$ cat src/btb_geom_pkg.sv
/*
    BTB geometry
    set-associative array shape and the PC fields that index it
*/

package btb_geom_pkg;

    // fetch block of 16 two-byte slots
    localparam int BTB_SLOTS       = 16;
    localparam int BTB_BLOCK_BYTES = 32;
    localparam int BTB_ASSOC       = 2;
    localparam int BTB_SETS        = 64;

    // PC[10:5] set index, PC[4:1] slot
    localparam int BTB_INDEX_WIDTH = 6;
    localparam int BTB_INDEX_LSB   = 5;
    localparam int BTB_SLOT_WIDTH  = 4;
    localparam int BTB_SLOT_LSB    = 1;

    // hashed tag built from PC[31:11] and the ASID
    localparam int BTB_TAG_WIDTH   = 8;
    localparam int BTB_TAG_LSB     = 11;
    localparam int BTB_TAG_CHUNKS  = 3;
    localparam int ASID_WIDTH      = 8;

endpackage

$ cat src/btb_pred_pkg.sv
/*
    BTB prediction encoding
    entry fields, stored word layout, result queue and redirect FSM
*/

package btb_pred_pkg;

    import btb_geom_pkg::*;

    // bit 7 is taken, the rest is opaque payload
    localparam int BTB_PRED_INFO_WIDTH = 8;
    localparam int BTB_TAKEN_BIT       = 7;

    // target holds PC[12:1]
    localparam int BTB_TARGET_WIDTH    = 12;

    // one way: {pad, info, tag, target}, padded to whole bytes
    localparam int BTB_ENTRY_WIDTH = BTB_PRED_INFO_WIDTH + BTB_TAG_WIDTH + BTB_TARGET_WIDTH;
    localparam int BTB_WAY_BYTES   = 4;
    localparam int BTB_WAY_BITS    = BTB_WAY_BYTES * 8;

    localparam int PRED_QUEUE_DEPTH     = 4;
    localparam int PRED_QUEUE_PTR_WIDTH = $clog2(PRED_QUEUE_DEPTH);

    // redirect FSM states
    localparam logic [1:0] RS_IDLE    = 2'd0;
    localparam logic [1:0] RS_REQ     = 2'd1;
    localparam logic [1:0] RS_ACK_LOW = 2'd2;

endpackage

$ cat src/pred_if.sv
/*
    Lookup result bundle
    per-slot hit, prediction info, LRU way and partial target
    for one fetch block, plus its start PC
*/

`timescale 1ns/1ns

interface pred_if
    import btb_geom_pkg::*, btb_pred_pkg::*;
();

    logic                                          valid;
    logic [31:0]                                   start_pc;
    logic [BTB_SLOTS-1:0]                          hit;
    logic [BTB_SLOTS-1:0][BTB_PRED_INFO_WIDTH-1:0] info;
    logic [BTB_SLOTS-1:0]                          lru;
    logic [BTB_SLOTS-1:0][BTB_TARGET_WIDTH-1:0]    target;

    modport source (output valid, start_pc, hit, info, lru, target);
    modport sink   (input  valid, start_pc, hit, info, lru, target);

endinterface

$ cat src/pred_queue.sv
/*
    Lookup result queue
    small FIFO between the BTB and the redirect selector;
    ready also counts results still in flight in the BTB
*/

`timescale 1ns/1ns

module pred_queue
    import btb_geom_pkg::*, btb_pred_pkg::*;
(
    input  logic CLK,
    input  logic nRST,

    input  logic   in_valid_pending,
    pred_if.sink   enq,
    pred_if.source deq,
    input  logic   pop,
    output logic   ready
);

    logic [31:0]                                   pc_mem     [PRED_QUEUE_DEPTH];
    logic [BTB_SLOTS-1:0]                          hit_mem    [PRED_QUEUE_DEPTH];
    logic [BTB_SLOTS-1:0][BTB_PRED_INFO_WIDTH-1:0] info_mem   [PRED_QUEUE_DEPTH];
    logic [BTB_SLOTS-1:0]                          lru_mem    [PRED_QUEUE_DEPTH];
    logic [BTB_SLOTS-1:0][BTB_TARGET_WIDTH-1:0]    target_mem [PRED_QUEUE_DEPTH];

    logic [PRED_QUEUE_PTR_WIDTH-1:0] wptr;
    logic [PRED_QUEUE_PTR_WIDTH-1:0] rptr;
    logic [PRED_QUEUE_PTR_WIDTH:0]   count;
    logic                            do_pop;

    assign do_pop = pop && (count != '0);

    // free entries minus results the BTB has yet to deliver
    assign ready = (count + {{PRED_QUEUE_PTR_WIDTH{1'b0}}, in_valid_pending})
                   < (PRED_QUEUE_PTR_WIDTH+1)'(PRED_QUEUE_DEPTH);

    always_ff @(posedge CLK, negedge nRST) begin
        if (!nRST) begin
            wptr  <= '0;
            rptr  <= '0;
            count <= '0;
        end else begin
            if (enq.valid) begin
                wptr <= wptr + 1'b1;
            end
            if (do_pop) begin
                rptr <= rptr + 1'b1;
            end
            count <= count + {{PRED_QUEUE_PTR_WIDTH{1'b0}}, enq.valid}
                           - {{PRED_QUEUE_PTR_WIDTH{1'b0}}, do_pop};
        end
    end

    always_ff @(posedge CLK) begin
        if (enq.valid) begin
            pc_mem[wptr]     <= enq.start_pc;
            hit_mem[wptr]    <= enq.hit;
            info_mem[wptr]   <= enq.info;
            lru_mem[wptr]    <= enq.lru;
            target_mem[wptr] <= enq.target;
        end
    end

    assign deq.valid    = (count != '0);
    assign deq.start_pc = pc_mem[rptr];
    assign deq.hit      = hit_mem[rptr];
    assign deq.info     = info_mem[rptr];
    assign deq.lru      = lru_mem[rptr];
    assign deq.target   = target_mem[rptr];

endmodule

$ cat src/flat_wrapper.sv
// flat-port wrapper written by rule: the top's interface ports become plain ports
module pred_queue_flat import btb_geom_pkg::*, btb_pred_pkg::*;
  (CLK, nRST, in_valid_pending, pop, ready, enq_valid, enq_start_pc, enq_hit, enq_info, enq_lru, enq_target, deq_valid, deq_start_pc, deq_hit, deq_info, deq_lru, deq_target);
  pred_if enq_i ();
  pred_if deq_i ();
  input  logic CLK;
  input  logic nRST;
  input  logic in_valid_pending;
  input  logic pop;
  output logic ready;
  input wire logic [$bits(enq_i.valid)-1:0] enq_valid;
  input wire logic [$bits(enq_i.start_pc)-1:0] enq_start_pc;
  input wire logic [$bits(enq_i.hit)-1:0] enq_hit;
  input wire logic [$bits(enq_i.info)-1:0] enq_info;
  input wire logic [$bits(enq_i.lru)-1:0] enq_lru;
  input wire logic [$bits(enq_i.target)-1:0] enq_target;
  output wire logic [$bits(deq_i.valid)-1:0] deq_valid;
  output wire logic [$bits(deq_i.start_pc)-1:0] deq_start_pc;
  output wire logic [$bits(deq_i.hit)-1:0] deq_hit;
  output wire logic [$bits(deq_i.info)-1:0] deq_info;
  output wire logic [$bits(deq_i.lru)-1:0] deq_lru;
  output wire logic [$bits(deq_i.target)-1:0] deq_target;
  assign enq_i.valid = enq_valid;
  assign enq_i.start_pc = enq_start_pc;
  assign enq_i.hit = enq_hit;
  assign enq_i.info = enq_info;
  assign enq_i.lru = enq_lru;
  assign enq_i.target = enq_target;
  assign deq_valid = deq_i.valid;
  assign deq_start_pc = deq_i.start_pc;
  assign deq_hit = deq_i.hit;
  assign deq_info = deq_i.info;
  assign deq_lru = deq_i.lru;
  assign deq_target = deq_i.target;
  pred_queue u_core (.CLK(CLK), .nRST(nRST), .in_valid_pending(in_valid_pending), .enq(enq_i), .deq(deq_i), .pop(pop), .ready(ready));
endmodule
$ cat config.mk
export PLATFORM = sky130hd
export DESIGN_NAME = pred_queue_flat
export DESIGN_NICKNAME = d
export VERILOG_FILES = /design/src/btb_geom_pkg.sv /design/src/btb_pred_pkg.sv /design/src/pred_if.sv /design/src/pred_queue.sv /design/src/flat_wrapper.sv
export SDC_FILE = /design/constraint.sdc
export NUM_CORES = 1
export LEC_CHECK = 0
export CAP_MARGIN = 10
export CELL_PAD_IN_SITES_DETAIL_PLACEMENT = 0
export CELL_PAD_IN_SITES_GLOBAL_PLACEMENT = 1
export CORE_AREA = 4 4 417 419
export CTS_CLUSTER_DIAMETER = 30
export DETAILED_ROUTE_END_ITERATION = 10
export DIE_AREA = 0 0 421 423
export DONT_BUFFER_PORTS = 1
export GPL_TIMING_DRIVEN = 0
export PLACE_DENSITY = 0.51
export SLEW_MARGIN = 25
export SYNTH_ARGS = -nofsm -noshare
export SYNTH_HDL_FRONTEND = slang
export SYNTH_SLANG_ARGS = --single-unit
export TNS_END_PERCENT = 10
$ cat constraint.sdc
create_clock -name CLK -period 17.6 [get_ports CLK]
set_input_delay 0.88 -clock CLK [delete_from_list [all_inputs] [get_ports CLK]]
set_output_delay 0.88 -clock CLK [all_outputs]
set_load 0.005 [all_outputs]
; Word-level counts from Yosys, hierarchy flattened
; Memories as Yosys holds them, arrays and structs flattened.
; Index checks and enable logic that the tools add are counted.
[totals]
mem_bits_rw = 1536
latch_bits = 0
romBits = 0
register_bits = 7
inputBits = 389
wordCells = 18
output_inout_bits = 386
memories = 5
[classes]
shift = 0
n_mul = 0
muxes = 2
eq_ne = 0
bitwise = 0
n_lt_le_gt_ge = 1
div = 0
n_reduce_logical = 2
n_addsub = 5
[mem_list]
columns = memory, words, word_bits, read_ports, rd_ports_with_merged_regs, write_ports, line_no
row1 = u_core.target_mem, 4, 192, 1, 0, 1, pred_queue.sv:26  ; logic [BTB_SLOTS-1:0][BTB_TARGET_WIDTH-1:0] target_mem [PRED_QUEUE_DEPTH];
row2 = u_core.info_mem, 4, 128, 1, 0, 1, pred_queue.sv:24  ; logic [BTB_SLOTS-1:0][BTB_PRED_INFO_WIDTH-1:0] info_mem [PRED_QUEUE_DEPTH];
row3 = u_core.pc_mem, 4, 32, 1, 0, 1, pred_queue.sv:22  ; logic [31:0] pc_mem [PRED_QUEUE_DEPTH];
row4 = u_core.hit_mem, 4, 16, 1, 0, 1, pred_queue.sv:23  ; logic [BTB_SLOTS-1:0] hit_mem [PRED_QUEUE_DEPTH];
row5 = u_core.lru_mem, 4, 16, 1, 0, 1, pred_queue.sv:25  ; logic [BTB_SLOTS-1:0] lru_mem [PRED_QUEUE_DEPTH];
[op_table]
columns = operator, count
row1 = $add 3x1->3, 2
row2 = $add 2x1->2 const B, 2
row3 = $lt 3x3->1 const B, 1
row4 = $reduce_bool 3->1, 1
row5 = $sub 3x1->3, 1
row6 = $mux 1, 2
row7 = $logic_and 1x1->1, 1

; Longest topological paths before layout
; Gate-level depths: netlist (run 1).
[logic_depth]
depth_word = 3
mapped_depth = 8
ltp_nobuf = 8

; Worst setup path before layout (run 1)
; Ideal clock, no wire load.
[synth_timing]
kind = in2reg
from = input port enq_valid
to = memory u_core.hit_mem[1][0] (enable)
path_slack_ns = 7.287
arrival_time_ns = 9.519
path_stages = 1
cell_sequence = and2_1
[synth_via]
elab_chain_len = 2
[synth_lines]
columns = item, line_no
row1 = "start, declared", flat_wrapper.sv:11  ; input wire logic [$bits(enq_i.valid)-1:0] enq_valid;
row2 = $mux 1, pred_queue.sv:57  ; if (enq.valid) begin
row3 = $mux 1 (not written as such), pred_queue.sv:59  ; hit_mem[wptr] <= enq.hit;
row4 = "end, declared", pred_queue.sv:23
; Every way passes these cells.

; Worst setup path after layout (run 1)
[layout_timing]
from = register u_core.rptr[1]
to = output port deq_target[35]
[layout_via]
elab_chain_len = 1
[layout_lines]
columns = item, line_no
row1 = "start, declared", pred_queue.sv:29  ; logic [PRED_QUEUE_PTR_WIDTH-1:0] rptr;
row2 = "start signal, assigned", pred_queue.sv:49  ; rptr <= rptr + 1'b1;
row3 = $mem_v2 4x192, n/a
row4 = "end, declared", flat_wrapper.sv:22  ; output wire logic [$bits(deq_i.target)-1:0] deq_target;
; Every way passes these cells.

==> results of run 1 <==
## area by class of cell
type                    count  area [sq um]  area share
diodes                      9          22.5    0.000304
plain buffers              86           676     0.00912
clock buffers             380          8660       0.117
clock inverters           213          2390      0.0323
inverters                   6          22.5    0.000304
multi-input cells         407          8870       0.120
flip-flops and latches   1543         46300       0.625
well taps                2233          2790      0.0377
repair buffers            373          4330      0.0585
## per-stage QoR
| stage | total power [mW] | setup WS, ps | util | cells |
|---|---|---|---|---|
| after floorplan | 7.14 | 7290 | - | 2042 |
| after CTS | 14.3 | 12980 | 0.434 | 5241 |
| final | 14.0 | 13420 | 0.434 | 5250 |
| after global placement | 8.48 | -199 | 0.344 | 4275 |
| after detailed placement | 8.07 | 13990 | 0.350 | 4316 |
| after global routing | 14.6 | 13070 | 0.434 | 5247 |
## power by group
part	total, mW	internal [mW]	switching, mW
logic	3.03	1.24	1.79
registers	4.93	4.80	0.129
clock network	6.02	4.08	1.93
total	14.0	10.1	3.85
## path summary, 6_finish.rpt
check / depth (start not counted) / start / slack (ps) / to
max: 4 / u_core.rptr[1] / 13420 / deq_target[35]
min: 0 / enq_target[105] / 100 / u_core.target_mem[0][105]
max reg2reg: 8 / u_core.wptr[1] / 14560 / u_core.target_mem[0][114]
min reg2reg: 1 / u_core.wptr[0] / 550 / u_core.wptr[0]
max in group asynchronous: 1 / nRST / 16910 / u_core.rptr[0]
min in group asynchronous: 1 / nRST / 350 / u_core.wptr[1]
## cell usage after synthesis
library cell / n
o21ai_0: 1
and2_1: 4
edfxtp_1: 1536
xor2_1: 3
dfrtp_1: 7
buf_2: 39
nand3_1: 1
ha_1: 6
or3_1: 1
inv_1: 6
nand2_1: 1
buf_4: 3
xnor2_1: 3
o31a_1: 1
fa_1: 1
o311ai_0: 1
mux4_2: 384
buf_6: 39
clkbuf_1: 5
## flip-flops by register name (all words and copies together), names as in the netlist
name,cells
u_core.count,3
u_core.wptr,2
u_core.rptr,2
u_core.pc_mem,128
u_core.hit_mem,64
u_core.target_mem,768
u_core.lru_mem,64
u_core.info_mem,512
## layer usage
metal  vias up  routed length, microns
met5         -                       0
met4         0                    5960
met3       283                   10200
met2       934                   77800
met1     13390                   48000
li1      10529                       -
## logic make-up after synthesis
group | Yosys count | synth area share
flip-flops | 1543 | 0.829
multiplexers | 384 | 0.155
buffers and inverters | 92 | 0.0125
adder cells (fa/ha/maj) | 7 | 0.00170
AND/OR/NAND/NOR | 7 | 0.000717
XOR/XNOR | 6 | 0.000941
AO/OA/AOI/OAI | 3 | 0.000403
## repair_timing
action                                  CTS  global route
endpoints found under the hold margin  1232             0
hold buffers                            332             0
setup buffers                             0             0
## cells in the final DEF (no fill, tap or decap), types with 2 or more instances in the layout
cell type         n
and2_4            4
buf_12           16
buf_16           25
buf_2            39
buf_4             3
buf_6            39
bufinv_16        38
clkbuf_1         44
clkbuf_16       339
clkbuf_8          2
clkinv_1         34
clkinv_2         43
clkinv_4         30
clkinv_8          6
clkinvlp_4       38
dfrtp_1           7
diode_2           9
dlygate4sd3_1   332
edfxtp_1       1536
ha_1              6
inv_1             6
inv_16            2
inv_6            19
inv_8             2
mux4_2          384
xnor2_1           3
xor2_1            3
==> impl_results.md, run 1 <==
* Routed Antenna Nets at 0
* Total gr overflow at 0
* Worst EP required at about 17,000 ps
* Crit path kind: reg2out
* Delay-heaviest family, CP: buffers and inverters
* Root Driver: clkbuf_16
* Vias in the first global route at approximately 28,000
* #FFs+latches synth at approximately 1,500
* Setup Skew at approximately 53 ps
* Worst-path cell chain: buf_2 > clkbuf_1 > buf_2 > mux4_2
* Post-DP Area at 59,700 sq um
* RSZ-0062 raised after global routing: no
* CP dominant cell by count: buf_2
* Routed len/inst at between 20 and 30 microns
* CP Buf/Inv Count at 3
* CP Launch Type: flip-flop
* # rows at ~150
* Synth cell types at 19
* Clock sinks at 1,543
* CP Max Fanout at 10
* Slowest-stage cell, CP: clkbuf_1
* Dpl hpwl at about 96,000 microns
* Largest area contributor in the netlist: edfxtp_1
* Met2 Usage GRT at 0.287
* GR Layer Usage met3 at 0.0549
* Worst EP arrival at 3300 ps
* Leading post-synthesis cells by cell area: edfxtp_1, mux4_2, buf_6
* Maxcap violations at 0
* Met1 Use GR at 0.163
* Pwr dens at between 150 and 200 nW/um^2
* Largest net degree at the start of global routing at 44
* Global placer's final weighted congestion at between 0.7 and 0.8
* I/O pins at slightly below 800
* Die area at approximately 180,000 sq um
* Nets@finish at roughly 3,100
* Detailed-router iteration count before antenna repair at 5
* Gr usage total at 0.157
* Vias at 25,136
* CP Capture Type: primary output
* Slew HR at 0.421
* Fin. max-slew vios at 0
* Hold Crit Class: in2reg
* Static leakage at between 20 and 25 nW
* Core footprint at 171,000 sq um
* Number of buffers added on ports at 0
* CTS tree: built
* Via density at about 4.8
* Synth top area share at 0.826
* Finished Cell Area at 74,100 sq um
* DRC at 0
* Grt peak-use layer: met2
* Worst slew pin tran at ~870 ps
* Global-route wire length before repair at between 200,000 and 250,000 microns
* Cell count after synthesis at between 2,000 and 2,500
* Cell Area, Synth at between 50,000 and 60,000 sq um
* Clock period minus worst slack at around 4200 ps
* Achievable frequency at 239 MHz
* Final setup vio count at 0
* Layout cells sized above 1 at 0.342
* Total CTS buffers at 333
* Die height at approximately 420 microns
* Clk Latency, worst-skew pair at approximately 890 ps
* Die W at approximately 420 microns
* Total negative slack at 0 ps
* Status: finished clean
* Fill count at approximately 14,000
* Largest buffer count on any clock path at 4
* CP max stage delay at 710 ps
* Post-synthesis net count at 2,438
* # H-tree levels at 5
* Initial drt markers at between 1,500 and 2,000
* Synth warn at 0
* Area Overhead vs Synth at 32.6%
* Initial Util at 0.327
* Initial antenna violation count at 10
* Sequential-to-total area share from yosys stat at 0.829
* Fin. Hold Viols at 0
* IR drop worst, VDD at 0.0000979 V
* Syn Area/Cell at approximately 27 sq um
* Clk pin slew, worst setup/hold paths at 50 ps
* Final Cycle Share at 0.237
* Hold slack at about 100 ps
* Total wire length at 142,000 microns
* Post-CTS sizing at 0
No activity file was read; power rests on OpenSTA's default activity.
==> inputs of run 2 (changes only) <==
clock period = 4.3 ns   (was 17.6 ns; I/O delays follow)
==> impl_results.md, run 2 (synthesized netlist as in run 1, its figures left out) <==
* Status: finished clean
* CTS tree: built
* Worst slew pin tran at 917 ps (+48.0 ps)
* Fill count at 14,001 (-1.8%)
* Setup bufs post-CTS at 0 (unchanged)
* Sequential Power Share at 0.352 (about the same)
* Met3 Wirelength at 9560 microns (-5.9%)
* Die height at 423 microns (unchanged)
* Layout cells sized above 1 at 0.309 (-0.0334)
* Register with the most flip-flops: u_core.target_mem
* Initial drt markers at 1,748 (+6.7%)
* Fin. max-slew vios at 0 (unchanged)
* Maxcap violations at 0 (unchanged)
* Crit path kind: reg2out
* Worst EP required at 4090 ps (-12,630 ps)
* Hold_buf cts at 632 (+90%)
* CP dominant cell by count: buf_2
* Most common cell after layout, fill and taps aside: edfxtp_1
* Design Power at 57.3 mW (+310%)
* CP max stage delay at 740 ps (+30 ps)
* Routed Antenna Nets at 0 (unchanged)
* Total CTS buffers at 334 (+0.30%)
* Total wire length at 143,000 microns (+0.76%)
* CP Capture Type: primary output
* Initial antenna violation count at 23 (+13)
* Fin. Hold Viols at 0 (unchanged)
* Largest register FFs at 768 (unchanged)
* Clk pin slew, worst setup/hold paths at 50 ps (about the same)
* Slew HR at 0.389 (-0.0320)
* Achievable frequency at between 200 and 300 MHz
* Largest regs: u_core.target_mem x768, u_core.info_mem x512, u_core.pc_mem x128
* Gr usage total at 0.158 (+0.00108)
* Setup Skew at 75.3 ps (+22.6 ps)
* Reg-to-Reg End: u_core.target_mem[1][116]
* CP Launch Type: flip-flop
* DR WL met2 at 78,400 microns (+0.74%)
* Worst-path cell chain: buf_2 > clkbuf_1 > buf_2 > mux4_2
* Routed len/inst at 25.8 microns (-4.6%)
* Number of buffers added on ports at 0 (unchanged)
* Critical Path Sink: deq_info[89]
* Reg2Reg Depth at 6 (-2)
* Hold Crit Class: in2reg
* Largest net degree at the start of global routing at 43 (-2.3%)
* Area Overhead vs Synth at 37.7%
* Die area at 178,000 sq um (unchanged)
* Commonest cells after routing, fill and taps aside: edfxtp_1, dlygate4sd3_1, mux4_2, clkbuf_16, clkinv_2
* I/O pins at 775 (unchanged)
* RSZ-0062 raised after global routing: no
* Sw Share at 0.273 (-0.00211)
* Vias at 26,334 (+4.8%)
* Clock sinks at 1,543 (unchanged)
* Placed cells at 4,319 (+0.070%)
* # H-tree levels at 5 (unchanged)
* Post-CTS sizing at 0 (unchanged)
* Internal power at 41.6 mW (+310%)
* Setup crit start: u_core.rptr[1]
* Combinational cell fraction of total power at 0.222 (+0.006)
* Levels on crit path at 4 (unchanged)
* Static leakage at 25.5 nW (+5.1%)
* DRC at 0 (unchanged)
* Final setup vio count at 0 (unchanged)
* Clk Latency, worst-skew pair at 890 ps (about the same)
* Total negative slack at 0 ps (unchanged)
* Total gr overflow at 0 (unchanged)
* Layout Cells excl Fill at 5,547 (+5.7%)
* Pwr dens at 745 nW/um^2 (+290%)
* Worst EP arrival at 3250 ps (-50 ps)
* Root Driver: clkbuf_16
* Routed length on met1 at 49,400 microns (+2.9%)
* CP Buf/Inv Count at 3 (unchanged)
* # rows at 152 (unchanged)
* Switching pwr at 15.7 mW (+310%)
* CP Max Fanout at 10 (unchanged)
* Largest buffer count on any clock path at 4 (unchanged)
* Final core utilization at 0.451 (+0.0167)
* Clock share of power at 0.426 (-0.005)
* Initial Util at 0.327 (unchanged)
* Via density at 4.75 (-0.84%)
* Die W at 421 microns (unchanged)
* Final Cycle Share at 0.805
* Global placer's final weighted congestion at 0.738 (+2.3%)
* Core footprint at 171,000 sq um (unchanged)
* Clock period minus worst slack at ~3500 ps
* Uppermost layer routed: met5
* Slowest-stage cell, CP: clkbuf_1
* R2r setup slk at 1670 ps (-12,890 ps)
* IR drop worst, VDD at 0.000466 V (+380%)
* Vias in the first global route at 28,968 (+4.8%)
* Detailed-router iteration count before antenna repair at 7 (+2)
* Dpl hpwl at 95,300 microns (-0.23%)
* Reg-to-reg startpoint: u_core.wptr[1]
* Nets@finish at 3,450 (+9.7%)
* Global-route wire length before repair at 205,000 microns (+1.5%)
* Delay-heaviest family, CP: buffers and inverters
-- run 2: cell count changes in the layout (fill, tap and decap cells not counted), moves of 6 or more --
cell,delta
clkinv_2,+15
clkinvlp_4,-6
clkinv_1,+10
clkbuf_1,-7
buf_12,+8
clkinv_4,-19
dlygate4sd3_1,+300
clkinv_8,-6
-- run 2: area by class of cell --
class | instances | area [sq um] | share of cell area
sequential | 1543 | 46300 | 0.602
tap | 2233 | 2790 | 0.0363
clock buffer | 371 | 8600 | 0.112
antenna | 13 | 32.5 | 0.000423
timing repair buffer | 676 | 7360 | 0.0957
multi-input combinational | 407 | 8870 | 0.115
clock inverter | 212 | 2260 | 0.0293
buffer | 86 | 676 | 0.00879
inverter | 6 | 22.5 | 0.000293
-- run 2: through the flow --
stage	setup slack, ps	area, sq um	hold slack [ps]
after global routing	569	76900	5.41
after floorplan	-1450	55900	-80.6
final	839	76900	77.4
after detailed placement	1570	59700	-79.7
after CTS	555	76900	1.06
after global placement	-5520	58700	-79.7
-- run 2: worst register-to-register path: stages (launching register included) --
cell and delay, ps:
dfrtp_1 400, inv_1 110, ha_1 160, and2_4 560
buf_12 310, buf_16 310, buf_16 320
-- run 2: power by group through the flow --
stage / clock [mW] / sequential (mW) / combinational, mW
5_1_grt: 25.8 / 20.4 / 13.5
2_1_floorplan: 0 / 20.8 / 7.66
6_report: 24.4 / 20.2 / 12.7
3_3_place_gp: 0 / 21.2 / 11.8
3_5_place_dp: 0 / 20.5 / 12.6
4_1_cts: 24.9 / 20.2 / 13.3
-- run 2: how the worst min path moves through the flow --
stage / from / to / cells past startpoint
final: enq_hit[5] / u_core.hit_mem[2][5] / 1
after global routing: enq_target[24] / u_core.target_mem[3][24] / 1
after CTS: enq_target[2] / u_core.target_mem[3][2] / 1
after detailed placement: nRST / u_core.count[2] / 0
after global placement: nRST / u_core.count[1] / 0
after floorplan: nRST / u_core.count[0] / 0
-- run 2: metal layers --
layer,vias up,track usage
met5,-,0
met4,4,0.0704
met3,302,0.0502
met2,968,0.288
met1,13929,0.168
li1,11131,-
==> inputs of run 3 (changes only) <==
ABC_AREA = 1   (was not set)
CORE_AREA = 4 4 433 435   (was 4 4 417 419)
DIE_AREA = 0 0 437 439   (was 0 0 421 423)
PLACE_DENSITY = 0.55   (was 0.51)
clock period = 3.4 ns   (was 4.3 ns; I/O delays follow)
==> impl_results.md, run 3 <==
* Routed Antenna Nets at 0 (unchanged)
* Root Driver: clkbuf_16
* Routed len/inst at 21.6 microns (-16%)
* Final Cycle Share at 0.958
* Hold slack at 83.4 ps (+6.08 ps)
* Clk Latency, worst-skew pair at 920 ps (+30 ps)
* Final setup vio count at 0 (unchanged)
* Clock period minus worst slack at around 3300 ps
* Synth cell types at 19 (unchanged)
* Worst EP arrival at 3090 ps (-160 ps)
* Main synth FF type: edfxtp_1
* Gr usage total at 0.194 (+0.0354)
* Cell Area, Synth at 60,400 sq um (+8.1%)
* Die area at 192,000 sq um (+7.7%)
* Largest area contributor in the netlist: edfxtp_1
* Via density at 4.54 (-4.5%)
* Initial drt markers at 2,248 (+29%)
* Fin. max-slew vios at 0 (unchanged)
* Worst hold stages at 1 (unchanged)
* Maxcap violations at 0 (unchanged)
* CP Capture Type: primary output
* Total gr overflow at 0 (unchanged)
* Async S/R FF share, synth at 0.00454 (unchanged)
* Total wire length at 191,000 microns (+34%)
* CTS tree: built
* Vias at 40,220 (+53%)
* Final core utilization at 0.464 (+0.0135)
* Dpl hpwl at 128,000 microns (+34%)
* EDFF count, synth at 1,536 (unchanged)
* Largest net degree at the start of global routing at 26 (-40%)
* Detailed-router iteration count before antenna repair at 5 (-2)
* Synth warn at 0 (unchanged)
* Die W at 437 microns (+3.8%)
* Initial antenna violation count at 30 (+30%)
* Reg-to-Reg End: u_core.target_mem[0][1]
* R2r setup slk at 650 ps (-1020 ps)
* Layout cells sized above 1 at 0.124 (-0.185)
* Design Power at 82.8 mW (+45%)
* Post-synthesis net count at 5,314 (+120%)
* Slew HR at 0.534 (+0.145)
* Largest register FFs at 768 (unchanged)
* Nets@finish at 6,500 (+88%)
* Fin. Hold Viols at 0 (unchanged)
* Post-synth top cells: edfxtp_1, nand2_1, nor2_1, o21ai_0, inv_1
* #FFs+latches synth at 1,543 (unchanged)
* # H-tree levels at 5 (unchanged)
* # rows at 157 (+3.3%)
* Layout Cells excl Fill at 8,868 (+60%)
* Sequential-to-total area share from yosys stat at 0.767 (-0.0619)
* Die height at 439 microns (+3.8%)
* Initial Util at 0.330 (+0.00228)
* Placed cells at 7,462 (+73%)
* Number of buffers added on ports at 0 (unchanged)
* Slowest-stage cell, CP: clkbuf_1
* Achievable frequency at between 300 and 400 MHz
* IR drop worst, VDD at 0.000649 V (+39%)
* Clock sinks at 1,543 (unchanged)
* CP dominant cell by count: nand2_1
* I/O pins at 775 (unchanged)
* Hold endpoint: u_core.target_mem[0][79]
* Synth top area share at 0.764 (-0.0617)
* Global placer's final weighted congestion at 0.779 (+5.6%)
* Worst-path cell chain: clkinv_1 > buf_4 > clkbuf_4 > clkbuf_1 > nand2_1 > nand2_1
* CP Max Fanout at 10 (unchanged)
* CP max stage delay at 540 ps (-200 ps)
* Total CTS buffers at 374 (+12%)
* Largest buffer count on any clock path at 4 (unchanged)
* Clk pin slew, worst setup/hold paths at 50 ps (about the same)
* HP Start: enq_target[79]
* Setup bufs post-CTS at 0 (unchanged)
* Fill count at 16,400 (+17%)
* Most common cell after layout, fill and taps aside: edfxtp_1
* Setup Skew at 56.7 ps (-18.6 ps)
* Area Overhead vs Synth at 40.8%
* Commonest cells after routing, fill and taps aside: edfxtp_1, nand2_1, nor2_1, dlygate4sd3_1, o21ai_0
* Register with the most flip-flops: u_core.target_mem
* Top-count cell post-synth: edfxtp_1
* Syn Area/Cell at 12.3 sq um (-55%)
* Leading post-synthesis cells by cell area: edfxtp_1, nand2_1, nor2_1
* Vias in the first global route at 40,320 (+39%)
* Reg2Reg Depth at 9 (+3)
* Global-route wire length before repair at 275,000 microns (+34%)
* Pre-CTS WS at 573 ps (-998 ps)
* CP Launch Type: flip-flop
* Hold Crit Class: in2reg
* Static leakage at 32.7 nW (+28%)
* DRC at 0 (unchanged)
* Worst slew pin tran at 697 ps (-220 ps)
* Final setup margin at 144 ps (-695 ps)
* Pwr dens at 974 nW/um^2 (+31%)
* Cell count after synthesis at 4,918 (+140%)
* Largest regs: u_core.target_mem x768, u_core.info_mem x512, u_core.pc_mem x128
* Status: finished clean
* RSZ-0062 raised after global routing: yes
* Core footprint at 183,000 sq um (+7.3%)
* Worst EP required at 3230 ps (-860 ps)
* Crit path kind: reg2out
* Reg-to-reg startpoint: u_core.wptr[0]
-- run 3: cell count changes in the layout (fill, tap and decap cells not counted), moves of 34 or more --
| cell | previous run | this run |
|---|---|---|
| clkbuf_1 | 37 | 150 |
| mux4_2 | 384 | 0 |
| o21ai_1 | 0 | 197 |
| dlygate4sd3_1 | 632 | 730 |
| buf_4 | 3 | 82 |
| o21ai_0 | 1 | 572 |
| nor2_1 | 0 | 769 |
| clkbuf_16 | 339 | 382 |
| nand2_1 | 1 | 1157 |
| buf_6 | 39 | 5 |
| inv_1 | 6 | 392 |
| clkbuf_2 | 0 | 41 |
-- run 3: logic make-up (layout without fill, tap and decap cells) --
kind of cell	count (synthesis)	in the layout	synth area share
buffers and inverters	655	2131	0.0464
XOR/XNOR	4	4	0.000580
AND/OR/NAND/NOR	1940	1940	0.121
adder cells (fa/ha/maj)	7	7	0.00158
AO/OA/AOI/OAI	769	769	0.0638
flip-flops	1543	1543	0.767
other	0	10	0
-- run 3: worst max path at each step --
stage,startpoint,endpoint,slack (ps),cells past startpoint
floorplan,u_core.wptr[0],u_core.hit_mem[0][0],-3440,4
global placement,u_core.wptr[0],u_core.hit_mem[0][11],-9480,4
detailed placement,u_core.wptr[0],u_core.hit_mem[0][11],570,9
CTS,u_core.rptr[1],deq_target[100],4,6
global route,u_core.rptr[1],deq_target[114],-20,6
finish,u_core.rptr[1],deq_target[20],140,6
-- run 3: repair_timing --
| item | 4_1_cts | 5_1_grt |
|---|---|---|
| hold endpoints to repair | 1550 | 0 |
| endpoints found under the setup margin | 353 | 14 |
| hold buffers | 730 | 0 |
| resized for setup | 52 | 5 |
-- run 3: layer usage --
layer,GRT usage,share of wire
met5,0,0
met4,0.0898,0.044
met3,0.0467,0.057
met2,0.340,0.51
met1,0.223,0.39
-- run 3: worst max-delay path: cells and delay by family (launching register included) --
family	cells	cell delay, ps
and+or+nand+nor	2	280
DFF	1	440
buffers and inverters	4	1430
-- run 3: stage by stage --
step / cell area [sq um] / TNS (ps)
after floorplan: 60400 / -5271510
after global placement: 63500 / -
after detailed placement: 65300 / 0
after CTS: 85000 / 0
after global routing: 85000 / -65.2
final: 85000 / 0
-- run 3: cell type report --
cell class	count	area, sq um	area share
Sequential cell	1543	46300	0.545
Multi-Input combinational cell	2720	11300	0.133
Clock buffer	432	9760	0.115
Timing Repair Buffer	810	9100	0.107
Tap cell	2464	3080	0.0363
Clock inverter	234	2560	0.0301
Inverter	399	1510	0.0178
Buffer	256	1390	0.0163
Antenna cell	10	25.0	0.000294
-- run 3: power by group --
| part | internal, mW | total, mW | leakage [nW] | switching [mW] |
|---|---|---|---|---|
| clock network | 24.2 | 34.5 | 6.00 | 10.3 |
| logic | 6.14 | 22.8 | 12.5 | 16.6 |
| registers | 24.9 | 25.5 | 14.2 | 0.665 |
| total | 55.2 | 82.8 | 32.7 | 27.6 |
