$ cat config.mk
export PLATFORM = sky130hd
export DESIGN_NAME = redirect_select_flat
export DESIGN_NICKNAME = d
export VERILOG_FILES = /design/src/btb_geom_pkg.sv /design/src/btb_pred_pkg.sv /design/src/pred_if.sv /design/src/redirect_select.sv /design/src/flat_wrapper.sv
export SDC_FILE = /design/constraint.sdc
export NUM_CORES = 1
export LEC_CHECK = 0
export BUFFER_PORTS_ARGS = -buffer_cell sky130_fd_sc_hd__buf_4
export CAP_MARGIN = 20
export CORE_AREA = 2 2 169 171
export CTS_CLUSTER_SIZE = 40
export DETAILED_ROUTE_END_ITERATION = 12
export DIE_AREA = 0 0 171 173
export MAX_ROUTING_LAYER = met4
export PLACE_DENSITY = 0.48
export SLEW_MARGIN = 10
export SYNTH_ARGS = -nofsm -noshare
export SYNTH_HDL_FRONTEND = slang
export SYNTH_SLANG_ARGS = --single-unit
$ cat constraint.sdc
create_clock -name CLK -period 6.6 [get_ports CLK]
set_input_delay 0.99 -clock CLK [delete_from_list [all_inputs] [get_ports CLK]]
set_output_delay 0.99 -clock CLK [all_outputs]
set_load 0.05 [all_outputs]
$ cat src/btb_geom_pkg.sv
/*
    BTB geometry
    set-associative array shape and the PC fields that index it
*/

package btb_geom_pkg;

    // fetch block of 16 two-byte slots
    localparam int BTB_SLOTS       = 16;
    localparam int BTB_BLOCK_BYTES = 32;
    localparam int BTB_ASSOC       = 2;
    localparam int BTB_SETS        = 64;

    // PC[10:5] set index, PC[4:1] slot
    localparam int BTB_INDEX_WIDTH = 6;
    localparam int BTB_INDEX_LSB   = 5;
    localparam int BTB_SLOT_WIDTH  = 4;
    localparam int BTB_SLOT_LSB    = 1;

    // hashed tag built from PC[31:11] and the ASID
    localparam int BTB_TAG_WIDTH   = 8;
    localparam int BTB_TAG_LSB     = 11;
    localparam int BTB_TAG_CHUNKS  = 3;
    localparam int ASID_WIDTH      = 8;

endpackage

$ cat src/btb_pred_pkg.sv
/*
    BTB prediction encoding
    entry fields, stored word layout, result queue and redirect FSM
*/

package btb_pred_pkg;

    import btb_geom_pkg::*;

    // bit 7 is taken, the rest is opaque payload
    localparam int BTB_PRED_INFO_WIDTH = 8;
    localparam int BTB_TAKEN_BIT       = 7;

    // target holds PC[12:1]
    localparam int BTB_TARGET_WIDTH    = 12;

    // one way: {pad, info, tag, target}, padded to whole bytes
    localparam int BTB_ENTRY_WIDTH = BTB_PRED_INFO_WIDTH + BTB_TAG_WIDTH + BTB_TARGET_WIDTH;
    localparam int BTB_WAY_BYTES   = 4;
    localparam int BTB_WAY_BITS    = BTB_WAY_BYTES * 8;

    localparam int PRED_QUEUE_DEPTH     = 4;
    localparam int PRED_QUEUE_PTR_WIDTH = $clog2(PRED_QUEUE_DEPTH);

    // redirect FSM states
    localparam logic [1:0] RS_IDLE    = 2'd0;
    localparam logic [1:0] RS_REQ     = 2'd1;
    localparam logic [1:0] RS_ACK_LOW = 2'd2;

endpackage

$ cat src/pred_if.sv
/*
    Lookup result bundle
    per-slot hit, prediction info, LRU way and partial target
    for one fetch block, plus its start PC
*/

`timescale 1ns/1ns

interface pred_if
    import btb_geom_pkg::*, btb_pred_pkg::*;
();

    logic                                          valid;
    logic [31:0]                                   start_pc;
    logic [BTB_SLOTS-1:0]                          hit;
    logic [BTB_SLOTS-1:0][BTB_PRED_INFO_WIDTH-1:0] info;
    logic [BTB_SLOTS-1:0]                          lru;
    logic [BTB_SLOTS-1:0][BTB_TARGET_WIDTH-1:0]    target;

    modport source (output valid, start_pc, hit, info, lru, target);
    modport sink   (input  valid, start_pc, hit, info, lru, target);

endinterface

$ cat src/redirect_select.sv
/*
    Redirect selector
    picks the first taken hit at or after the start slot
    and offers the next fetch PC on a four-phase req/ack
*/

`timescale 1ns/1ns

module redirect_select
    import btb_geom_pkg::*, btb_pred_pkg::*;
(
    input  logic CLK,
    input  logic nRST,

    pred_if.sink deq,
    output logic pop,

    output logic                           pred_req,
    input  logic                           pred_ack,
    output logic                           pred_taken,
    output logic [BTB_SLOT_WIDTH-1:0]      pred_slot,
    output logic [BTB_PRED_INFO_WIDTH-1:0] pred_info,
    output logic                           pred_lru,
    output logic [31:0]                    pred_next_pc
);

    logic [1:0]                state;
    logic [1:0]                state_next;
    logic [BTB_SLOT_WIDTH-1:0] start_slot;
    logic [BTB_SLOT_WIDTH-1:0] sel;
    logic                      found;

    assign start_slot = deq.start_pc[BTB_SLOT_LSB +: BTB_SLOT_WIDTH];

    // scan downward so the lowest qualifying slot is kept
    always_comb begin
        found = 1'b0;
        sel   = '0;
        for (int i = BTB_SLOTS-1; i >= 0; i--) begin
            if (i >= int'(start_slot) && deq.hit[i] && deq.info[i][BTB_TAKEN_BIT]) begin
                found = 1'b1;
                sel   = BTB_SLOT_WIDTH'(i);
            end
        end
    end

    assign pop      = (state == RS_IDLE) && deq.valid;
    assign pred_req = (state == RS_REQ);

    // ----------------------------------------
    // handshake FSM

    always_comb begin
        state_next = state;
        case (state)
            RS_IDLE:    if (deq.valid) state_next = RS_REQ;
            RS_REQ:     if (pred_ack) state_next = RS_ACK_LOW;
            RS_ACK_LOW: if (!pred_ack) state_next = RS_IDLE;
            default:    state_next = RS_IDLE;
        endcase
    end

    always_ff @(posedge CLK, negedge nRST) begin
        if (!nRST) begin
            state <= RS_IDLE;
        end else begin
            state <= state_next;
        end
    end

    // outputs stay put until the next pop
    always_ff @(posedge CLK) begin
        if (pop) begin
            pred_taken <= found;
            pred_slot  <= sel;
            pred_info  <= deq.info[sel];
            pred_lru   <= deq.lru[sel];
            if (found) begin
                pred_next_pc <= {deq.start_pc[31:BTB_TARGET_WIDTH+1], deq.target[sel], 1'b0};
            end else begin
                pred_next_pc <= (deq.start_pc & ~32'(BTB_BLOCK_BYTES-1))
                                + 32'(BTB_BLOCK_BYTES);
            end
        end
    end

endmodule

$ cat src/flat_wrapper.sv
// flat-port wrapper written by rule: the top's interface ports become plain ports
module redirect_select_flat import btb_geom_pkg::*, btb_pred_pkg::*;
  (CLK, nRST, pop, pred_req, pred_ack, pred_taken, pred_slot, pred_info, pred_lru, pred_next_pc, deq_valid, deq_start_pc, deq_hit, deq_info, deq_lru, deq_target);
  pred_if deq_i ();
  input  logic CLK;
  input  logic nRST;
  output logic pop;
  output logic pred_req;
  input  logic pred_ack;
  output logic pred_taken;
  output logic [BTB_SLOT_WIDTH-1:0] pred_slot;
  output logic [BTB_PRED_INFO_WIDTH-1:0] pred_info;
  output logic pred_lru;
  output logic [31:0] pred_next_pc;
  input wire logic [$bits(deq_i.valid)-1:0] deq_valid;
  input wire logic [$bits(deq_i.start_pc)-1:0] deq_start_pc;
  input wire logic [$bits(deq_i.hit)-1:0] deq_hit;
  input wire logic [$bits(deq_i.info)-1:0] deq_info;
  input wire logic [$bits(deq_i.lru)-1:0] deq_lru;
  input wire logic [$bits(deq_i.target)-1:0] deq_target;
  assign deq_i.valid = deq_valid;
  assign deq_i.start_pc = deq_start_pc;
  assign deq_i.hit = deq_hit;
  assign deq_i.info = deq_info;
  assign deq_i.lru = deq_lru;
  assign deq_i.target = deq_target;
  redirect_select u_core (.CLK(CLK), .nRST(nRST), .deq(deq_i), .pop(pop), .pred_req(pred_req), .pred_ack(pred_ack), .pred_taken(pred_taken), .pred_slot(pred_slot), .pred_info(pred_info), .pred_lru(pred_lru), .pred_next_pc(pred_next_pc));
endmodule
## Word-level counts from Yosys, hierarchy flattened

Cells that the tools add are included.

- Flip-flop bits (word level): 48
- Input port bits: 388
- Output and inout bits: 48
- Word-level logic and storage cells: 106

- Add/subtract/negate cells: 1
- Magnitude comparators: 16
- Equality and inequality tests: 5
- Muxes and demuxes: 43
- Reduce and logical (&&, ||, !) cells: 34

Operators with widths:

| operator | number |
|---|---|
| two-way mux 4 bit | 16 |
| binary-select mux 12 bit (select 4 bit) | 1 |
| adder 32 x 6 -> 32 bit, second input constant | 1 |
| binary-select mux 8 bit (select 4 bit) | 1 |
| logical AND 1 bit | 32 |
| two-way mux 32 bit | 1 |
| greater-or-equal comparator 4 bit, first input constant | 7 |
| two-way mux 1 bit | 17 |
| greater-or-equal comparator 3 x 4 -> 1 bit, first input constant | 4 |
| two-way mux 12 bit | 1 |
| greater-or-equal comparator 1 x 4 -> 1 bit, first input constant | 2 |
| greater-or-equal comparator 2 x 4 -> 1 bit, first input constant | 2 |
| two-way mux 8 bit | 1 |
| two-way mux 2 bit | 3 |
| one-hot mux 2 bit (3 select lines) | 1 |
| < comparator 4 x 5 -> 1 bit, second input constant | 1 |
| binary-select mux 1 bit (select 4 bit) | 1 |
| != test 2 bit, second input constant | 2 |
| AND reduction 3 bit | 1 |
| equality test 2 x 1 -> 1 bit, second input constant | 1 |
| equality test 2 bit, second input constant | 1 |
| logical NOT 2 bit | 1 |
| != test 2 x 1 -> 1 bit, second input constant | 1 |

## Longest topological paths before layout

Gate-level depths: netlist of the first run.

- Depth in word-level cells: 21
- Mapped depth: 14
- Depth with buffers taken out: 10

## Least setup slack after synthesis of the first run

OpenSTA, ideal clock, no wires.

- Path kind: in2out
- Start point: input deq_valid
- End point: output pop
- Data arrival time: 5369 ps
- Data required time: 5610 ps
- Slack: 241 ps
- Cell stages on the path: 1
- Buffers on the path: 0
- Cell sequence: nor3b_1

- Word-level cells in the longest chain between the ends: 1

Ends and longest elaborated chain:

| item | RTL line | source |
|---|---|---|
| from (decl) | flat_wrapper.sv:15 | `input wire logic [$bits(deq_i.valid)-1:0] deq_valid;` |
| logical AND 1 bit | redirect_select.sv:47 | `assign pop = (state == RS_IDLE) && deq.valid;` |
| to (decl) | flat_wrapper.sv:7 | `output logic pop;` |

Every way passes these cells.

## Worst setup path in the final report of the first run

- Start point: input deq_start_pc[4]
- End point: register u_core.pred_info[2] (data pin)

- Word-level cells in the longest chain between the ends: 20
- Elaborated cells on any way between the ends: 62
- Classes of those cells: order compare (15); mux (17); reduce/logical (30)

Ends and longest elaborated chain:

| item | RTL line | source |
|---|---|---|
| from (decl) | flat_wrapper.sv:16 | `input wire logic [$bits(deq_i.start_pc)-1:0] deq_start_pc;` |
| greater-or-equal comparator 4 bit | redirect_select.sv:40 | `if (i >= int'(start_slot) && deq.hit[i] && deq.info[i][BTB_TAKEN_BIT]) begin` |
| logical AND 1 bit (2 in a row) | redirect_select.sv:40 |  |
| two-way mux 4 bit (14 in a row) | redirect_select.sv:40 |  |
| two-way mux 4 bit (*) | redirect_select.sv:40 |  |
| binary-select mux 8 bit (select 4 bit) (*) | redirect_select.sv:76 | `pred_info <= deq.info[sel];` |
| two-way mux 8 bit (not written as such) (*) | redirect_select.sv:76 |  |
| to (signal assigned) | redirect_select.sv:76 |  |
| to (decl) | redirect_select.sv:22 | `output logic [BTB_PRED_INFO_WIDTH-1:0] pred_info,` |

Mark *: on every way between the ends. The rest lies on a longest branch, timed or not. The select of a mux whose other input is x is not followed.
A chain may end at the register's enable or synchronous reset.

==> summary.txt, run 1 <==
Outcome
  – Status: finished clean

Clock network
  – Htree depth: 2
  – CTS Hold Buffers Added: 0
  – Clock transition at path regs: 0.06 ns
  – Clock sink count: 47
  – Worst skew pair latency: 0.31 ns
  – Num CTS Buffers: 5
  – Post-cts sizing count: 0
  – CTS Buffer Depth: 2
  – CTS tree: done
  – CTS root buf: clkbuf_16
  – Setup repair bufs after CTS: 0

Final layout
  – Area grow syn2layout: 67.92%
  – Net count, final: 1,540
  – # fillers: 3,078
  – Commonest non-fill, non-tap cell in the layout: buf_4
  – Commonest cells after routing, fill and taps aside: buf_4, nand2_1, nand3_1
  – Layout cells sized above 1: 41.67%
  – Diodes inserted: 0

Setup path
  – Worst R2R Setup Slack: 5.05 ns
  – Worst setup EP type: register
  – Crit Path Class: in2reg
  – Crit path DAT: 4.38 ns
  – Capture point of the worst reg-to-reg path: u_core.pred_next_pc[7]$_DFFE_PP_
  – Worst path required time: 6.75 ns
  – Reg-to-Reg Start: u_core.state[0]$_DFFE_PN0P_
  – CP max FO: 16
  – Startpoint Class: input pin
  – R2R cell count: 2

Die
  – Core outline area: 27,630 um^2
  – Rows: 61
  – I/O pin cnt: 436
  – Initial Util: 19.61%
  – Die ar.: 29,580 um^2
  – Die Ht: 173 um
  – Die Span X: 171 um

Power and ir drop
  – PD cells: 221.0 nW/um^2
  – Worst VDD drop: 0.0001155 V
  – Leak: 4.236 nW

Placed design
  – Routability Congestion: 0.8342
  – PortBufs: 433
  – DP Wirelength: 23,520 um

Route
  – Vias: 7,116
  – Drc violations: 0
  – Pre-antenna DRT Iters: 5
  – WL per Instance: 19.54 um
  – ANT nets after route: 0
  – Total wire length: 29,890 um
  – Vias/cell: 4.651
  – Drt first-iter violations: 420

STA
  – Final Cycle Share: 64.02%
  – Slew HR: 34.33%
  – Fmax: 236.7 MHz
  – Unrepaired setup endpoints after global routing: no
  – WHS: 0.4665 ns
  – Worst-Margin Slew: 0.9850 ns
  – Max Transition Viols Final: 0
  – Setup TNS: 0 ns
  – Worst clock skew: 0.01420 ns
  – Final min period: 4.226 ns
  – Final Setup Violations: 0
  – Final hold violations: 0

Global routing
  – First-pass GRT wire length: 42,660 um
  – Number of global-route vias before repair: 7,147
  – Total GRT Usage: 19.72%
  – Total gr overflow: 0
  – Largest net degree at the start of global routing: 139
  – Antenna violations before repair: 0

Yosys
  – Async set or reset register ratio after synthesis: 4.255%
  – Post-synthesis cell area: 5418 um^2
  – Synth Register Bits: 47
  – Prevailing post-synth register cell: edfxtp_1
  – Mapped Cells: 755
  – Syn Nets: 1,144
  – Seq/Total Area, Yosys: 25.87%
  – Synth Warn #: 0
  – Number of flops mapped to enable cells by yosys: 45
  – Post-synthesis cell type count: 74
  – Mean area per synthesized cell: 7.176 um^2

Flow run
  – Max cap viols: 0

Worst hold path
  – Worst hold path type: in2async
## metrics by stage
step	cell area [um^2]	util [%]	instances	power [mW]	setup WS, ns
finish	9097	32.93	1530	2.011	2.374
global route	9097	32.93	1530	2.132	1.985
CTS	9082	32.87	1529	2.037	2.234
detailed placement	8916	32.27	1521	1.720	1.921
global placement	8916	32.27	1521	1.716	1.979
floorplan	5418	-	755	1.239	0.2408
## synth_stat cells (3+ instances only)
cell / n / share of area (%)
nand2_1: 234 / 16
nand3_1: 120 / 11
edfxtp_1: 45 / 25
mux2i_1: 45 / 8.3
nor2_1: 34 / 2.4
buf_2: 28 / 2.6
nand4_1: 16 / 1.8
a21oi_1: 15 / 1.4
a31oi_1: 15 / 1.7
xnor2_1: 14 / 2.3
buf_4: 13 / 1.8
a211oi_1: 12 / 1.7
o22ai_1: 11 / 1.3
xor2_1: 11 / 1.8
nor3_1: 10 / 0.92
o221ai_1: 9 / 1.5
and2_1: 6 / 0.69
inv_1: 6 / 0.42
mux2_2: 6 / 1.2
and2_0: 5 / 0.58
clkbuf_1: 5 / 0.35
nor4_1: 5 / 0.58
o211ai_1: 5 / 0.69
a32oi_1: 4 / 0.65
a41o_1: 4 / 0.74
and3_1: 4 / 0.46
o21ai_0: 4 / 0.37
o21ai_1: 4 / 0.37
inv_2: 3 / 0.21
nand3b_1: 3 / 0.42
nor2_2: 3 / 0.35
nor3_2: 3 / 0.55
## worst max-delay path by stage
stage / startpoint / endpoint / slack [ns] / cells past startpoint
after CTS: deq_start_pc[4] / u_core.pred_info[4]$_DFFE_PP_ / 2.23 / 10
final: deq_start_pc[4] / u_core.pred_info[2]$_DFFE_PP_ / 2.37 / 10
after global routing: deq_start_pc[4] / u_core.pred_info[4]$_DFFE_PP_ / 1.98 / 9
after floorplan: deq_valid / pop / 0.24 / 1
after global placement: deq_start_pc[4] / u_core.pred_info[2]$_DFFE_PP_ / 1.98 / 10
after detailed placement: deq_start_pc[4] / u_core.pred_info[4]$_DFFE_PP_ / 1.92 / 9
## routing by layer
metal	routed length (um)	GRT usage [%]	vias up
li1	-	-	3526
met2	14670	33.47	270
met3	1812	3.021	20
met5	0	-	-
met1	13070	24.98	3300
met4	337	3.319	0
## power by group
part / internal [mW] / total, mW / switching [mW]
Combinational: 0.441 / 1.24 / 0.797
Sequential: 0.441 / 0.464 / 0.0236
Clock: 0.180 / 0.309 / 0.129
## sequential cells by signal, indices dropped and copies added, names as in the netlist
register and count:
u_core.pred_lru 1, u_core.pred_taken 1, u_core.state 2, u_core.pred_next_pc 31, u_core.pred_info 8, u_core.pred_slot 4
## final cells by class
type,count,area (um^2),area share (%)
Tap cell,378,473.0,5.199
Multi-Input combinational cell,648,3699,40.65
Timing Repair Buffer,439,3316,36.45
Clock buffer,6,128.9,1.417
Sequential cell,47,1401,15.40
Clock inverter,2,37.54,0.4126
Inverter,10,42.54,0.4676
## kinds of logic after synthesis
family	count (synthesis)	synth area share, %
xor gates and xnor gates	25	4.042
DFF	47	25.87
muxes	51	9.561
and+or+nand+nor	462	39.24
adders and majority gates	1	0.2309
other	1	0.06922
buffers and inverters	60	6.028
AOI/OAI and AO/OA	108	14.97
## worst max-delay path: stages
cell and delay [ns]:
buf_4 0.17, nor4bb_1 0.45, a41oi_2 0.14, nand3_1 0.15, or2_1 0.49, or2_1 0.55, inv_2 0.30, nor2_1 0.74
nand3_1 0.24, nand4_1 0.14
Note: power is estimated with default switching activity, not from simulation.
==> run 2, diff against run 1 <==
--- a/config.mk
+++ b/config.mk
@@ -7,12 +7,12 @@
 export LEC_CHECK = 0
 export BUFFER_PORTS_ARGS = -buffer_cell sky130_fd_sc_hd__buf_4
 export CAP_MARGIN = 20
-export CORE_AREA = 2 2 169 171
+export CORE_AREA = 2 2 171 173
 export CTS_CLUSTER_SIZE = 40
 export DETAILED_ROUTE_END_ITERATION = 12
-export DIE_AREA = 0 0 171 173
+export DIE_AREA = 0 0 173 175
 export MAX_ROUTING_LAYER = met4
-export PLACE_DENSITY = 0.48
+export PLACE_DENSITY = 0.49
 export SLEW_MARGIN = 10
 export SYNTH_ARGS = -nofsm -noshare
 export SYNTH_HDL_FRONTEND = slang
==> constraint.sdc (replaced) <==
create_clock -name CLK -period 3.69 [get_ports CLK]
set_input_delay 0.5535 -clock CLK [delete_from_list [all_inputs] [get_ports CLK]]
set_output_delay 0.5535 -clock CLK [all_outputs]
set_load 0.05 [all_outputs]
==> run 2 against run 1 <==
- first-iteration DRC count decreased by 27%
- cell count increased by 2.0%
- non-clock buffer count increased by 24
- sequential power increased by 80%
- sequential share of layout area decreased by 0.30 points
- wire length decreased by 0.62%
- worst hold slack got worse by 0.44 ns
- die area increased by 2.3%
- setup slack got worse by 1.9 ns
- register-to-register slack got worse by 3.4 ns
- largest cell class unchanged
==> summary.txt, run 2 (same netlist as run 1, synthesis figures left out) <==
Placed design
  – PortBufs: 433 (unchanged)
  – DP Wirelength: 24,640 um (+4.8%)
  – Placed Cells: 1,552 (+2.0%)
  – Routability Congestion: 0.8659 (+3.8%)

Final layout
  – Net count, final: 1,564 (+1.6%)
  – Post-Layout Cell Count: 1,561 (+2.0%)
  – Area grow syn2layout: 71.25%
  – Biggest regs: u_core.pred_next_pc x31, u_core.pred_info x8, u_core.pred_slot x4
  – Commonest non-fill, non-tap cell in the layout: buf_4
  – Commonest cells after routing, fill and taps aside: buf_4, nand2_1, nand3_1
  – # fillers: 3,122 (+1.4%)
  – Layout Utilization: 32.68% (-0.25 points)
  – Register with the highest flop count: u_core.pred_next_pc
  – Layout cells sized above 1: 42.86% (+1.2 points)
  – Largest register FFs: 31 (unchanged)

Die
  – I/O pin cnt: 436 (unchanged)
  – Rows: 62 (+1.6%)
  – Core outline area: 28,390 um^2 (+2.8%)
  – Die Span X: 173 um (+1.2%)
  – Die ar.: 30,280 um^2 (+2.3%)
  – Initial Util: 19.08% (-0.53 points)
  – Die Ht: 175 um (+1.2%)

Power and ir drop
  – Switching power: 1.703 mW (+79%)
  – Logic pwr share: 63.4% (+1.8 points)
  – Worst VDD drop: 0.0001916 V (+66%)
  – Sw frac: 47.46% (+0.23 points)
  – Leak: 4.346 nW (+2.6%)
  – Internal power: 1.885 mW (+78%)
  – Reg power frac: 23.3% (+0.2 points)
  – Clock share of power: 13.3% (-2.0 points)
  – PD cells: 386.7 nW/um^2 (+75%)

Outcome
  – Status: finished clean

Route
  – Vias: 7,263 (+2.1%)
  – Drt first-iter violations: 308 (-27%)
  – WL per Instance: 19.03 um (-2.6%)
  – Vias/cell: 4.653 (about the same)
  – Pre-antenna DRT Iters: 5 (unchanged)
  – ANT nets after route: 0 (unchanged)
  – Drc violations: 0 (unchanged)
  – Total wire length: 29,710 um (-0.62%)

Setup path
  – Startpoint Class: input pin
  – Worst setup EP type: register
  – Capture point of the worst reg-to-reg path: u_core.pred_next_pc[16]$_DFFE_PP_
  – R2R cell count: 2 (unchanged)
  – CP max FO: 16 (unchanged)
  – Reg-to-Reg Start: u_core.state[0]$_DFFE_PN0P_
  – Worst setup startpoint: deq_start_pc[4]
  – Crit Path Class: in2reg
  – Worst R2R Setup Slack: 1.68 ns (-3.37 ns)
  – Crit path DAT: 3.28 ns (-1.10 ns)
  – Worst path required time: 3.72 ns (-3.03 ns)

STA
  – Setup TNS: 0 ns (unchanged)
  – Slew HR: 36.15% (+1.8 points)
  – Final Cycle Share: 87.95%
  – Fmax: 308.1 MHz
  – Max Transition Viols Final: 0 (unchanged)
  – Final min period: 3.245 ns
  – Worst clock skew: 0.008512 ns (-0.005685 ns)
  – Worst-Margin Slew: 0.9568 ns (-0.02821 ns)
  – Final hold violations: 0 (unchanged)
  – Final Setup Violations: 0 (unchanged)
  – Unrepaired setup endpoints after global routing: no

Clock network
  – Post-cts sizing count: 0 (unchanged)
  – CTS Buffer Depth: 2 (unchanged)
  – CTS root buf: clkbuf_16
  – Htree depth: 2 (unchanged)
  – Num CTS Buffers: 5 (unchanged)
  – Clock sink count: 47 (unchanged)
  – Worst skew pair latency: 0.30 ns (about the same)
  – Setup repair bufs after CTS: 0 (unchanged)
  – Clock transition at path regs: 0.07 ns (about the same)
  – CTS Hold Buffers Added: 0 (unchanged)
  – CTS tree: done

Global routing
  – Total gr overflow: 0 (unchanged)
  – Largest net degree at the start of global routing: 69 (-50%)
  – Antenna violations before repair: 1 (+1)
  – First-pass GRT wire length: 43,620 um (+2.2%)
  – Total GRT Usage: 19.26% (-0.46 points)
  – Number of global-route vias before repair: 7,337 (+2.7%)

Flow run
  – Max cap viols: 0 (unchanged)

Worst hold path
  – Worst hold path type: in2async
-- run 2: cell count changes in the layout (fill, tap and decap cells not counted), sizes merged --
cell	delta
buf	+24
bufinv	-1
clkbuf	-1
clkinv	+2
diode	+1
-- run 2: worst max-delay path by stage --
stage	end	slack, ns	cells after the start
3_3_place_gp	u_core.pred_next_pc[8]$_DFFE_PP_	0.12	11
3_5_place_dp	u_core.pred_next_pc[8]$_DFFE_PP_	0.11	11
5_1_grt	u_core.pred_next_pc[8]$_DFFE_PP_	0.24	11
2_1_floorplan	pop	0.24	1
4_1_cts	u_core.pred_next_pc[8]$_DFFE_PP_	0.42	11
6_report	u_core.pred_next_pc[8]$_DFFE_PP_	0.44	11
-- run 2: power by group through the flow --
stage	Clock [mW]	Combinational [mW]	Sequential [mW]
floorplan	0	0.921	1.29
global placement	0	2.30	0.845
detailed placement	0	2.30	0.848
CTS	0.498	2.31	0.837
global route	0.511	2.45	0.849
finish	0.475	2.28	0.837
-- run 2: cell type report --
| class | count | area [um^2] | area share, % |
|---|---|---|---|
| Multi-Input combinational cell | 648 | 3705 | 39.93 |
| Timing Repair Buffer | 463 | 3501 | 37.73 |
| Sequential cell | 47 | 1401 | 15.10 |
| Tap cell | 384 | 480.5 | 5.179 |
| Clock buffer | 5 | 125.1 | 1.349 |
| Inverter | 10 | 42.54 | 0.4585 |
| Clock inverter | 3 | 20.02 | 0.2158 |
| Antenna cell | 1 | 2.502 | 0.02697 |
-- run 2: through the flow --
stage / cell area [um^2] / setup slack [ns] / hold WS, ns / power [mW]
final: 9278 / 0.4445 / 0.02182 / 3.587
after global routing: 9278 / 0.2384 / 0.009953 / 3.814
after CTS: 9275 / 0.4162 / 0.006189 / 3.643
after detailed placement: 9130 / 0.1116 / 0.3385 / 3.151
after global placement: 9130 / 0.1208 / 0.3359 / 3.147
after floorplan: 5423 / 0.2450 / 0.2579 / 2.207
-- run 2: metal layers --
layer | share of wire [%] | vias up | GRT usage (%)
met5 | 0 | - | -
met2 | 49 | 314 | 32.50
met3 | 6.3 | 27 | 3.285
met4 | 1.5 | 0 | 3.919
li1 | - | 3562 | -
met1 | 43 | 3360 | 24.24
-- run 2: critical path, stage by stage --
cell	delay, ns
buf_4	0.19
nand4_1	0.18
a32o_1	0.32
a2111oi_2	0.44
o31a_1	0.27
or2_4	0.29
buf_4	0.29
nand3_1	0.10
a31oi_1	0.34
buf_4	0.19
a41oi_1	0.10
==> run 3, diff against run 2 <==
--- a/config.mk
+++ b/config.mk
@@ -7,12 +7,12 @@
 export LEC_CHECK = 0
 export BUFFER_PORTS_ARGS = -buffer_cell sky130_fd_sc_hd__buf_4
 export CAP_MARGIN = 20
-export CORE_AREA = 2 2 171 173
+export CORE_AREA = 2 2 169 171
 export CTS_CLUSTER_SIZE = 40
 export DETAILED_ROUTE_END_ITERATION = 12
-export DIE_AREA = 0 0 173 175
+export DIE_AREA = 0 0 171 173
 export MAX_ROUTING_LAYER = met4
-export PLACE_DENSITY = 0.49
+export PLACE_DENSITY = 0.42
 export SLEW_MARGIN = 10
 export SYNTH_ARGS = -nofsm -noshare
 export SYNTH_HDL_FRONTEND = slang
==> constraint.sdc (replaced) <==
create_clock -name CLK -period 4.02 [get_ports CLK]
set_input_delay 0.603 -clock CLK [delete_from_list [all_inputs] [get_ports CLK]]
set_output_delay 0.603 -clock CLK [all_outputs]
set_load 0.05 [all_outputs]
==> run 3 against run 2 <==
- combinational power down 9.6%
- via count fell by 1.5%
- sequential power shrank 8.2%
- global-route usage increased by 1.4 points
- flip-flop and latch count unchanged
- highest routed layer unchanged
==> summary.txt, run 3 (same netlist as run 1, synthesis figures left out) <==
Outcome
  – Status: finished clean

STA
  – Final min period: 3.208 ns
  – Setup TNS: 0 ns (unchanged)
  – Final hold violations: 0 (unchanged)
  – Slew HR: 43.15% (+7.0 points)
  – Max Transition Viols Final: 0 (unchanged)
  – Unrepaired setup endpoints after global routing: no
  – Final Cycle Share: 79.81%
  – Fmax: 311.7 MHz
  – Worst-Margin Slew: 0.8496 ns (-0.1072 ns)
  – WHS: 0.07463 ns (+0.05281 ns)
  – Final setup margin: 0.8117 ns (+0.3672 ns)
  – Final Setup Violations: 0 (unchanged)
  – Worst clock skew: 0.01820 ns (+0.009683 ns)

Setup path
  – Worst R2R Setup Slack: 2.31 ns (+0.63 ns)
  – Capture point of the worst reg-to-reg path: u_core.pred_info[2]$_DFFE_PP_
  – Reg-to-Reg Start: u_core.state[0]$_DFFE_PN0P_
  – CP max FO: 29 (+13)
  – Crit path DAT: 3.37 ns (+0.09 ns)
  – Worst setup EP type: register
  – R2R cell count: 2 (unchanged)
  – Startpoint Class: input pin
  – Crit Path Class: in2reg
  – Worst path required time: 4.18 ns (+0.46 ns)

Final layout
  – Area grow syn2layout: 70.85%
  – Commonest cells after routing, fill and taps aside: buf_4, nand2_1, nand3_1
  – Biggest regs: u_core.pred_next_pc x31, u_core.pred_info x8, u_core.pred_slot x4
  – # fillers: 3,107 (-0.48%)
  – Commonest non-fill, non-tap cell in the layout: buf_4
  – Diodes inserted: 0 (-1)
  – Layout cells sized above 1: 42.45% (-0.40 points)
  – Net count, final: 1,554 (-0.64%)
  – Largest register FFs: 31 (unchanged)
  – Register with the highest flop count: u_core.pred_next_pc

Clock network
  – Htree depth: 2 (unchanged)
  – CTS Hold Buffers Added: 0 (unchanged)
  – CTS Buffer Depth: 2 (unchanged)
  – Clock transition at path regs: 0.09 ns (+0.02 ns)
  – Num CTS Buffers: 5 (unchanged)
  – Clock sink count: 47 (unchanged)
  – Post-cts sizing count: 0 (unchanged)
  – CTS root buf: clkbuf_16
  – CTS tree: done
  – Setup repair bufs after CTS: 0 (unchanged)
  – Worst skew pair latency: 0.31 ns (about the same)

Die
  – Rows: 61 (-1.6%)
  – Die ar.: 29,580 um^2 (-2.3%)
  – I/O pin cnt: 436 (unchanged)
  – Core outline area: 27,630 um^2 (-2.7%)
  – Die Ht: 173 um (-1.1%)
  – Initial Util: 19.61% (+0.53 points)
  – Die Span X: 171 um (-1.2%)

Route
  – Drc violations: 0 (unchanged)
  – ANT nets after route: 0 (unchanged)
  – Pre-antenna DRT Iters: 5 (unchanged)
  – Vias/cell: 4.634 (-0.40%)
  – Total wire length: 30,610 um (+3.0%)
  – WL per Instance: 19.83 um (+4.2%)
  – Vias: 7,155 (-1.5%)
  – Drt first-iter violations: 363 (+18%)

Placed design
  – Routability Congestion: 0.8548 (-1.3%)
  – Pre-CTS setup slack: 0.4696 ns (+0.3581 ns)
  – PortBufs: 433 (unchanged)
  – DP Wirelength: 24,780 um (+0.57%)

Power and ir drop
  – Design Power: 3.359 mW (-6.4%)
  – PD cells: 362.8 nW/um^2 (-6.2%)
  – Worst VDD drop: 0.0001758 V (-8.2%)
  – Leak: 4.326 nW (-0.46%)

Global routing
  – Antenna violations before repair: 0 (-1)
  – First-pass GRT wire length: 44,700 um (+2.5%)
  – Number of global-route vias before repair: 7,365 (+0.38%)
  – Largest net degree at the start of global routing: 47 (-32%)
  – Met3 Resource Use GR: 2.815% (-0.47 points)
  – Global route hottest layer: met2
  – M2 GR Usage: 35.58% (+3.1 points)
  – Total GRT Usage: 20.63% (+1.4 points)
  – Total gr overflow: 0 (unchanged)
  – Met1 usage: 25.60% (+1.4 points)

Flow run
  – Max cap viols: 0 (unchanged)

Worst hold path
  – Worst hold path type: in2async
-- run 3: cell types whose count changed in the layout (fill, tap and decap cells not counted) --
cell / before / now
buf_12: 2 / 5
buf_4: 461 / 448
bufinv_16: 0 / 1
clkinv_1: 1 / 0
clkinv_4: 1 / 0
diode_2: 1 / 0
inv_6: 0 / 1
-- run 3: worst max-delay path by stage --
stage | start | to | slack [ns] | cells after the start
detailed placement | deq_start_pc[4] | u_core.pred_next_pc[10]$_DFFE_PP_ | 0.47 | 11
CTS | deq_start_pc[4] | u_core.pred_next_pc[10]$_DFFE_PP_ | 0.79 | 11
global route | deq_start_pc[4] | u_core.pred_next_pc[10]$_DFFE_PP_ | 0.60 | 11
finish | deq_start_pc[4] | u_core.pred_next_pc[9]$_DFFE_PP_ | 0.81 | 11
floorplan | deq_valid | pop | 0.48 | 1
global placement | deq_start_pc[4] | u_core.pred_next_pc[11]$_DFFE_PP_ | 0.45 | 11
-- run 3: worst max-delay path, stage by stage --
cell and delay (ns):
buf_4 0.18, o211ai_1 0.13, a32oi_1 0.41, a2111oi_2 0.15, o31a_1 0.35, or2_4 0.34
inv_4 0.34, nand2_1 0.13, a211oi_1 0.35, a31oi_1 0.15, a41oi_1 0.23
-- run 3: final cells by class --
class	instances	area, um^2	area share [%]
tap	378	473.0	5.109
timing repair buffer	453	3463	37.42
inverter	10	42.54	0.4596
sequential	47	1401	15.14
clock buffer	5	125.1	1.352
multi-input combinational	648	3705	40.02
clock inverter	3	46.29	0.5001
-- run 3: through the flow --
step | cell area, um^2 | util, % | std cells
2_1_floorplan | 5423 | - | 755
3_3_place_gp | 9085 | 32.88 | 1536
3_5_place_dp | 9085 | 32.88 | 1536
4_1_cts | 9256 | 33.50 | 1544
5_1_grt | 9256 | 33.50 | 1544
6_report | 9256 | 33.50 | 1544
-- run 3: layer usage --
metal / vias up / wire length [um]
li1: 3545 / -
met1: 3296 / 13100
met2: 285 / 15370
met3: 29 / 1680
met4: 0 / 468
met5: - / 0
-- run 3: report_power, final --
group	internal (mW)	switching, mW	total (mW)
Sequential	0.723	0.0444	0.768
Clock	0.297	0.229	0.526
Combinational	0.766	1.30	2.06
